--- config.mk ---
export PLATFORM = sky130hd
export DESIGN_NAME = mul_div_unit
export DESIGN_NICKNAME = d
export VERILOG_FILES = /design/src/md_pkg.sv /design/src/md_sequencer.sv /design/src/booth_row.sv /design/src/pp_accumulator.sv /design/src/div_core.sv /design/src/mul_div_unit.sv
export VERILOG_INCLUDE_DIRS = /design/src /design/src/src
export SDC_FILE = /design/constraint.sdc
export NUM_CORES = 2
export LEC_CHECK = 0
export BUFFER_PORTS_ARGS = -buffer_cell sky130_fd_sc_hd__buf_4
export CAP_MARGIN = 20
export CORE_ASPECT_RATIO = 0.8
export CORE_MARGIN = 1.5
export CORE_UTILIZATION = 65
export DETAILED_ROUTE_END_ITERATION = 16
export PLACE_DENSITY = 0.83
export SYNTH_ARGS = -nofsm -noshare
export SYNTH_HDL_FRONTEND = slang
export SYNTH_SLANG_ARGS = --single-unit
--- constraint.sdc ---
create_clock -name clk -period 8.25 [get_ports clk]
set_input_delay 0.825 -clock clk [delete_from_list [all_inputs] [get_ports clk]]
set_output_delay 0.825 -clock clk [all_outputs]
set_load 0.01 [all_outputs]
--- src/md_defs.svh ---
`ifndef MD_DEFS_SVH
`define MD_DEFS_SVH

// datapath widths
`define MD_XLEN        32
`define MD_MUL_XLEN    34   // multiplier after sign or zero extension

// booth array
`define MD_BOOTH_ROWS  4    // digits retired per cycle
`define MD_MUL_CYCLES  5    // 17 digits over 4 rows

// divider
`define MD_DIV_CYCLES  16   // two quotient bits per step

`define MD_CNT_W       5

// request op field
`define MD_OP_MUL      1'b0
`define MD_OP_DIV      1'b1

// result half select
`define MD_OUT_LO      1'b0
`define MD_OUT_HI      1'b1

`endif

--- src/md_pkg.sv ---
`default_nettype none

`include "md_defs.svh"

package md_pkg;

   typedef struct packed {
      logic                op;            // MD_OP_MUL or MD_OP_DIV
      logic                in_1_signed;
      logic                in_2_signed;
      logic                out_sel;       // MD_OUT_LO or MD_OUT_HI
      logic [`MD_XLEN-1:0] in_1;
      logic [`MD_XLEN-1:0] in_2;
   } md_req_t;

   // one booth row, pp + neg is the signed multiple
   typedef struct packed {
      logic [`MD_MUL_XLEN-1:0] pp;
      logic                    neg;
   } booth_pp_t;

   typedef struct packed {
      logic [`MD_XLEN-1:0] hi;
      logic [`MD_XLEN-1:0] lo;
   } md_product_t;

   typedef struct packed {
      logic [`MD_XLEN-1:0] rem;
      logic [`MD_XLEN-1:0] quo;
   } md_division_t;

   // 64-bit result word, read as a product or as rem/quo
   typedef union packed {
      md_product_t  product;
      md_division_t division;
   } md_result_u;

endpackage

`default_nettype wire

--- src/md_sequencer.sv ---
`default_nettype none

`include "md_defs.svh"

module md_sequencer (
   input  logic                      clk,
   input  logic                      reset,
   input  logic                      req_valid,
   input  md_pkg::md_req_t           req,
   output logic                      req_ready,
   output logic                      resp_valid,
   output logic                      op,
   output logic                      out_sel,
   output logic                      mul_active,
   output logic [`MD_XLEN-1:0]       multiplicand,
   output logic                      mul_signed,
   output logic [`MD_MUL_XLEN-1:0]   multiplier,
   output logic                      div_start,
   output logic                      div_step,
   output logic                      div_by_zero
);

   localparam int SHIFT = 2 * `MD_BOOTH_ROWS;

   logic [`MD_CNT_W-1:0]     cnt_q;
   logic                     busy;
   logic                     accept;
   logic                     dbz_q;
   logic                     divisor_zero;
   logic [`MD_MUL_XLEN-1:0]  mul_next;

   assign busy         = (cnt_q != '0);
   assign req_ready    = ~busy;
   assign accept       = req_valid & req_ready;
   assign divisor_zero = (req.in_2 == '0);

   assign div_start    = accept & (req.op == `MD_OP_DIV);
   assign mul_active   = busy & (op == `MD_OP_MUL);
   assign div_step     = (op == `MD_OP_DIV) & (cnt_q > `MD_CNT_W'd1);   // last count is fixup
   assign div_by_zero  = busy & dbz_q;

   // drop one chunk and carry its top bit into the rest, so the low
   // window can always recode with a zero below bit 0
   assign mul_next = {{SHIFT{multiplier[`MD_MUL_XLEN-1]}}, multiplier[`MD_MUL_XLEN-1:SHIFT]}
                     + `MD_MUL_XLEN'(multiplier[SHIFT-1]);

   always_ff @(posedge clk) begin
      if (reset) begin
         cnt_q      <= '0;
         resp_valid <= 1'b0;
         op         <= `MD_OP_MUL;
         dbz_q      <= 1'b0;
      end else begin
         resp_valid <= 1'b0;
         if (accept) begin
            op    <= req.op;
            dbz_q <= (req.op == `MD_OP_DIV) & divisor_zero;
            if (req.op == `MD_OP_MUL) begin
               cnt_q <= `MD_CNT_W'(`MD_MUL_CYCLES);
            end else if (divisor_zero) begin
               cnt_q <= `MD_CNT_W'd1;   // straight to the result
            end else begin
               cnt_q <= `MD_CNT_W'(`MD_DIV_CYCLES + 1);
            end
         end else if (busy) begin
            cnt_q <= cnt_q - `MD_CNT_W'd1;
            if (cnt_q == `MD_CNT_W'd1) begin
               resp_valid <= 1'b1;
            end
         end
      end
   end

   always_ff @(posedge clk) begin
      if (accept) begin
         out_sel      <= req.out_sel;
         multiplicand <= req.in_2;
         mul_signed   <= req.in_2_signed;
         multiplier   <= {{(`MD_MUL_XLEN - `MD_XLEN){req.in_1_signed & req.in_1[`MD_XLEN-1]}},
                          req.in_1};
      end else if (mul_active) begin
         multiplier   <= mul_next;
      end
   end

endmodule

`default_nettype wire

--- src/booth_row.sv ---
`default_nettype none

`include "md_defs.svh"

module booth_row (
   input  logic [2:0]           window,
   input  logic [`MD_XLEN-1:0]  multiplicand,
   input  logic                 mul_signed,
   output md_pkg::booth_pp_t    row_pp
);

   logic                     ext;
   logic                     neg;
   logic [`MD_MUL_XLEN-1:0]  one_x;
   logic [`MD_MUL_XLEN-1:0]  two_x;
   logic [`MD_MUL_XLEN-1:0]  mag;

   assign ext   = mul_signed & multiplicand[`MD_XLEN-1];
   assign one_x = {{(`MD_MUL_XLEN - `MD_XLEN){ext}}, multiplicand};
   assign two_x = {ext, multiplicand, 1'b0};

   // digit magnitude from the window
   always_comb begin
      case (window)
         3'b001, 3'b010, 3'b101, 3'b110: mag = one_x;
         3'b011, 3'b100:                 mag = two_x;
         default:                        mag = '0;   // 000 and 111 are zero
      endcase
   end

   assign neg = window[2] & ~(window[1] & window[0]);

   assign row_pp.pp  = neg ? ~mag : mag;
   assign row_pp.neg = neg;   // plus one added by the accumulator

endmodule

`default_nettype wire

--- src/pp_accumulator.sv ---
`default_nettype none

`include "md_defs.svh"

module pp_accumulator (
   input  logic                                         clk,
   input  logic                                         reset,
   input  logic                                         mul_start,
   input  logic                                         mul_active,
   input  md_pkg::booth_pp_t [`MD_BOOTH_ROWS-1:0]       rows,
   output md_pkg::md_result_u                           product
);

   localparam int ACC_W = 42;                             // one cycle's sum plus running part
   localparam int SHIFT = 2 * `MD_BOOTH_ROWS;
   localparam int UP_W  = ACC_W - SHIFT;
   localparam int LOW_W = `MD_MUL_CYCLES * SHIFT;         // finished bits after the last cycle

   logic [UP_W-1:0]   upper_q;                            // running sum above the done bits
   logic [LOW_W-1:0]  lower_q;
   logic [ACC_W-1:0]  row_w [`MD_BOOTH_ROWS];
   logic [ACC_W-1:0]  neg_w;
   logic [ACC_W-1:0]  run_w;
   logic [ACC_W-1:0]  s_a, c_a;
   logic [ACC_W-1:0]  s_b, c_b;
   logic [ACC_W-1:0]  s_c, c_c;
   logic [ACC_W-1:0]  s_d, c_d;
   logic [ACC_W-1:0]  total;

   function automatic void csa(
      input  logic [ACC_W-1:0] a,
      input  logic [ACC_W-1:0] b,
      input  logic [ACC_W-1:0] c,
      output logic [ACC_W-1:0] s,
      output logic [ACC_W-1:0] cy
   );
      s  = a ^ b ^ c;
      cy = ((a & b) | (b & c) | (a & c)) << 1;
   endfunction

   always_comb begin
      neg_w = '0;
      for (int k = 0; k < `MD_BOOTH_ROWS; k++) begin
         row_w[k] = {{(ACC_W - `MD_MUL_XLEN){rows[k].pp[`MD_MUL_XLEN-1]}}, rows[k].pp}
                    << (2 * k);
         neg_w[2 * k] = rows[k].neg;
      end
      run_w = {{(ACC_W - UP_W){upper_q[UP_W-1]}}, upper_q};

      // six operands down to two
      csa(row_w[0], row_w[1], row_w[2], s_a, c_a);
      csa(row_w[3], run_w, neg_w, s_b, c_b);
      csa(s_a, c_a, s_b, s_c, c_c);
      csa(s_c, c_c, c_b, s_d, c_d);
   end

   assign total = s_d + c_d;

   always_ff @(posedge clk) begin
      if (reset || mul_start) begin
         upper_q <= '0;
         lower_q <= '0;
      end else if (mul_active) begin
         upper_q <= total[ACC_W-1:SHIFT];
         lower_q <= {total[SHIFT-1:0], lower_q[LOW_W-1:SHIFT]};   // low byte is final
      end
   end

   assign product = {upper_q[63-LOW_W:0], lower_q};

endmodule

`default_nettype wire

--- src/div_core.sv ---
`default_nettype none

`include "md_defs.svh"

module div_core (
   input  logic                  clk,
   input  logic                  reset,
   input  logic                  div_start,
   input  logic                  div_step,
   input  logic                  div_by_zero,
   input  logic [`MD_XLEN-1:0]   dividend,
   input  logic [`MD_XLEN-1:0]   divisor,
   input  logic                  is_signed,
   output md_pkg::md_result_u    quotient_rem
);

   // rem holds the partial remainder, quo shifts dividend out and quotient in
   md_pkg::md_result_u    res_q;
   logic [`MD_XLEN-1:0]   dvs_q;
   logic [`MD_XLEN+1:0]   dvs3_q;
   logic                  rem_neg_q;
   logic                  quo_neg_q;
   logic                  step_q;
   logic                  dividend_neg;
   logic                  divisor_neg;
   logic [`MD_XLEN-1:0]   dvs_mag;
   logic [`MD_XLEN+1:0]   r_shift;
   logic [`MD_XLEN+2:0]   d1;
   logic [`MD_XLEN+2:0]   d2;
   logic [`MD_XLEN+2:0]   d3;
   logic [1:0]            q_digit;
   logic [`MD_XLEN-1:0]   r_next;
   logic                  fixup;

   assign dividend_neg = is_signed & dividend[`MD_XLEN-1];
   assign divisor_neg  = is_signed & divisor[`MD_XLEN-1];   // first flag covers both
   assign dvs_mag      = divisor_neg ? -divisor : divisor;

   assign fixup = step_q & ~div_step;   // cycle after the last step

   // three trial differences side by side
   assign r_shift = {res_q.division.rem, res_q.division.quo[`MD_XLEN-1:`MD_XLEN-2]};
   assign d1      = {1'b0, r_shift} - {3'b000, dvs_q};
   assign d2      = {1'b0, r_shift} - {2'b00, dvs_q, 1'b0};
   assign d3      = {1'b0, r_shift} - {1'b0, dvs3_q};

   always_comb begin
      if (!d3[`MD_XLEN+2]) begin
         q_digit = 2'd3;
         r_next  = d3[`MD_XLEN-1:0];
      end else if (!d2[`MD_XLEN+2]) begin
         q_digit = 2'd2;
         r_next  = d2[`MD_XLEN-1:0];
      end else if (!d1[`MD_XLEN+2]) begin
         q_digit = 2'd1;
         r_next  = d1[`MD_XLEN-1:0];
      end else begin
         q_digit = 2'd0;
         r_next  = r_shift[`MD_XLEN-1:0];
      end
   end

   always_ff @(posedge clk) begin
      if (reset) begin
         step_q <= 1'b0;
      end else begin
         step_q <= div_step;
      end
   end

   always_ff @(posedge clk) begin
      if (div_start) begin
         res_q.division.rem <= '0;
         res_q.division.quo <= dividend_neg ? -dividend : dividend;
         dvs_q              <= dvs_mag;
         dvs3_q             <= {2'b00, dvs_mag} + {1'b0, dvs_mag, 1'b0};
         rem_neg_q          <= dividend_neg;
         quo_neg_q          <= dividend_neg ^ divisor_neg;
      end else if (div_by_zero) begin
         // quo still holds the dividend magnitude here
         res_q.division.rem <= rem_neg_q ? -res_q.division.quo : res_q.division.quo;
         res_q.division.quo <= '1;
      end else if (div_step) begin
         res_q.division.rem <= r_next;
         res_q.division.quo <= {res_q.division.quo[`MD_XLEN-3:0], q_digit};
      end else if (fixup) begin
         // min / -1 comes out of the magnitudes as min rem 0
         res_q.division.rem <= rem_neg_q ? -res_q.division.rem : res_q.division.rem;
         res_q.division.quo <= quo_neg_q ? -res_q.division.quo : res_q.division.quo;
      end
   end

   assign quotient_rem = res_q;

endmodule

`default_nettype wire

--- src/mul_div_unit.sv ---
`default_nettype none

`include "md_defs.svh"

module mul_div_unit (
   input  logic                  clk,
   input  logic                  reset,
   input  logic                  req_valid,
   input  md_pkg::md_req_t       req,
   output logic                  req_ready,
   output logic                  resp_valid,
   output logic [`MD_XLEN-1:0]   resp_result
);

   logic                                      op;
   logic                                      out_sel;
   logic                                      mul_active;
   logic                                      mul_start;
   logic [`MD_XLEN-1:0]                       multiplicand;
   logic                                      mul_signed;
   logic [`MD_MUL_XLEN-1:0]                   multiplier;
   logic                                      div_start;
   logic                                      div_step;
   logic                                      div_by_zero;
   md_pkg::booth_pp_t [`MD_BOOTH_ROWS-1:0]    rows;
   md_pkg::md_result_u                        mul_res;
   md_pkg::md_result_u                        div_res;

   assign mul_start = req_valid & req_ready & (req.op == `MD_OP_MUL);

   md_sequencer u_seq (
      .clk          (clk),
      .reset        (reset),
      .req_valid    (req_valid),
      .req          (req),
      .req_ready    (req_ready),
      .resp_valid   (resp_valid),
      .op           (op),
      .out_sel      (out_sel),
      .mul_active   (mul_active),
      .multiplicand (multiplicand),
      .mul_signed   (mul_signed),
      .multiplier   (multiplier),
      .div_start    (div_start),
      .div_step     (div_step),
      .div_by_zero  (div_by_zero)
   );

   for (genvar k = 0; k < `MD_BOOTH_ROWS; k++) begin : g_row
      logic [2:0] window;
      if (k == 0) begin : g_first
         assign window = {multiplier[1:0], 1'b0};
      end else begin : g_rest
         assign window = multiplier[2*k+1:2*k-1];
      end
      booth_row u_row (
         .window       (window),
         .multiplicand (multiplicand),
         .mul_signed   (mul_signed),
         .row_pp       (rows[k])
      );
   end

   pp_accumulator u_acc (
      .clk        (clk),
      .reset      (reset),
      .mul_start  (mul_start),
      .mul_active (mul_active),
      .rows       (rows),
      .product    (mul_res)
   );

   div_core u_div (
      .clk          (clk),
      .reset        (reset),
      .div_start    (div_start),
      .div_step     (div_step),
      .div_by_zero  (div_by_zero),
      .dividend     (req.in_1),
      .divisor      (req.in_2),
      .is_signed    (req.in_1_signed),
      .quotient_rem (div_res)
   );

   always_comb begin
      if (op == `MD_OP_DIV) begin
         resp_result = (out_sel == `MD_OUT_HI) ? div_res.division.rem : div_res.division.quo;
      end else begin
         resp_result = (out_sel == `MD_OUT_HI) ? mul_res.product.hi : mul_res.product.lo;
      end
   end

endmodule

`default_nettype wire

==> out/results.tsv <==
metric	value	unit
status	finished, final reports clean	
rsz0062_at_grt	no	
fmaxAchievable	139	MHz
slew_viol_final	0	
cts_root_buffer	clkbuf_16	
synth_seq_cells	281	
place_congestion	0.998	
routed.top_layer	met4	
start_kind	register	
max-clock-path-buffers	3	
num_rows	70	
met2WireLength	41.2	mm
final_util	70.6	%
viasPerCell	6.78	
ioPinCount	105	
skew	0.0411	ns
r2r_slack	1.05	ns
hold_buffers	0	
cts_setup_buffers	0	
min_period	7.20	ns
hold_viol_final	0	
fp.dieW	243	microns
critPathKind	reg -> reg	
synth_cells	3624	
first_pass_iters	7	
portBuffers	104	
finalSetupViolations	0	
wl_per_cell	23.9	microns
antenna_cells	0	
routed_wl	101	mm
slew_headroom	26.1	%
grt_use_total	41.9	%
synth_fp_nets	4029	
first_global_vias	26200	
ys.flop_type	edfxtp_1	
cts_resized	0	
synth.avg_cell_area	8.26	sq um
dp_hpwl	78.5	mm
cts_sinks	281	
die-area	47400	sq um
yosysSeqAreaShare	24.3	%
via_count	28600	
grt_max_degree	69	
die_h	195	microns
timing.final.crit_share	87.3	%
worstPathRequired	8.79	ns
drtIter0Drc	4137	
routedLengthMet1	40.9	mm
synth_edf_count	166	
syn_to_final_growth	7.40	%
antenna_found_initial	0	
layout.nets	3992	
cts_max_level	1	
drtAntennaViolNets	0	
ys_types	80	
worstPathArrival	7.74	ns
cp_max_fo	31	
drive_above_1_share	7.45	%
hold_path_class	in -> reg	
drcViolationCount	0	
synthArstFlopShare	0	%
insertion_delay	0.62	ns
fin_setup_tns	0	ns
path_clk_slew	0.07	ns
synth_area	29900	sq um
start_util	65.7	%
tightest_slew	1.11	ns
coreArea	45500	sq um
grt-ovfl-total	0	
synth_warnings	0	
cts_tree	yes	
cts_made_buffers	31	
detailroute.wirelength.met3	13.9	mm
max-cap-violations	0	
critPathCaptureType	register	
grt_first_pass_wirelength	155	mm
synthesized netlist by cell type (all sizes together), types with 20 or more instances:
cell	number	area, sq um
buf	29	120
nand3	73	365
clkbuf	185	694
a211oi	53	398
a21o	93	698
nand2	372	1400
a21oi	285	1430
a22oi	69	518
a221oi	50	438
xnor2	173	1520
fa	113	2260
nor2	233	875
o211ai	39	293
or3	36	245
edfxtp	166	4980
nand4	20	125
xor2	216	1890
o221ai	20	175
nand2b	47	294
and2	36	225
mux4	32	721
o21a	21	158
o21ai	287	1440
inv	303	1140
nor3	50	250
ha	221	2770
a31oi	36	225
and3	20	125
dfxtp	115	2300
sequential cells by signal, summed over array words and instances (netlist names), 5 cells and up:
name / cells
u_div.quotient_rem: 64
u_div.dvs3_q: 34
u_acc.lower_q: 40
u_acc.upper_q: 34
u_div.dvs_q: 31
u_seq.cnt_q: 5
u_seq.multiplier: 33
u_seq.multiplicand: 32
cell usage in the layout (no fill, tap or decap), types with 9 or more instances in the layout:
cell type  synthesis  routed
a211oi_1          53      53
a21o_1            93      93
a21oi_1          285     285
a221oi_1          50      50
a22oi_1           69      69
a31oi_1           36      36
and2_1            36      36
and3_1            20      20
buf_4              0     143
clkbuf_16          0      35
dfxtp_1          115     115
edfxtp_1         166     166
fa_1             113     113
ha_1             221     221
inv_1            303     301
mux2i_1           11      11
mux4_2            32      32
nand2_1          372     371
nand2b_1          47      46
nand3_1           73      73
nand4_1           20      20
nor2_1           233     231
nor2b_1           18      18
nor3_1            50      49
nor4_1            16      16
o211ai_1          39      39
o21a_1            21      21
o21ai_0          277     277
o21ai_1           10      10
o21bai_1          18      17
o221ai_1          20      20
o22ai_1            9       9
o31ai_1           17      17
o41ai_1            9       9
or2_2              9       9
or3_1             32      32
or4_1             16      16
xnor2_1          173     173
xor2_1           216     213
area by class of cell:
type	count	area, sq um
Sequential cell	281	7290
Clock inverter	12	169
Tap cell	612	766
Multi-Input combinational cell	2825	20800
Inverter	304	1140
Fill cell	3558	13400
Timing Repair Buffer	144	1080
Clock buffer	44	960
routing by layer:
metal  GRT usage (%)  vias up
li1                -    12800
met1            61.6    13600
met2            59.5     2012
met3            8.55      248
met4            18.0        0
met5               0        -
final timing paths:
| check | startpoint | end | cells after the start |
|---|---|---|---|
| hold / removal | req[65] | u_seq.mul_signed | 1 |
| setup reg to reg | u_seq.multiplier[3] | u_acc.upper_q[30] | 19 |
| setup / recovery | u_seq.multiplier[3] | u_acc.upper_q[30] | 19 |
| hold reg to reg | u_acc.lower_q[5] | u_acc.lower_q[5] | 2 |
per-stage QoR:
stage	std cells	hold WS [ns]	instance area (sq um)	setup slack, ns
4_1_cts	4221	0.366	32200	1.29
6_report	4222	0.377	32200	1.05
5_1_grt	4222	0.368	32200	0.708
2_1_floorplan	3624	0.433	29900	2.44
3_5_place_dp	4165	0.447	31000	1.33
3_3_place_gp	4165	0.440	31000	1.53
logic make-up (layout without fill, tap and decap cells):
| logic type | Yosys count | after routing | share of synthesized area [%] |
|---|---|---|---|
| and+or+nand+nor | 980 | 980 | 15.3 |
| xor gates and xnor gates | 389 | 389 | 11.4 |
| muxes | 47 | 47 | 2.93 |
| buffers and inverters | 518 | 504 | 6.53 |
| adders and majority gates | 334 | 334 | 16.8 |
| AOI/OAI and AO/OA | 1075 | 1075 | 22.7 |
| DFF | 281 | 281 | 24.3 |
worst max-delay path, cell delays in order, from the launching register on:
cell	delay [ns]
edfxtp_1	0.60
buf_4	0.40
nor2_2	0.90
a221oi_1	0.27
fa_1	0.53
fa_1	0.51
fa_1	0.54
inv_1	0.04
ha_1	0.37
a211oi_1	0.31
nand2_1	0.09
a31o_2	0.28
o21bai_1	0.23
a211o_1	0.37
a21oi_1	0.33
o31a_1	0.35
o211a_1	0.26
nor3_1	0.08
or4_1	0.43
a31oi_1	0.19
Power is left out: the tool's default activity adds up to more than one toggle a clock period on the data nets, which glitch-free logic cannot reach.
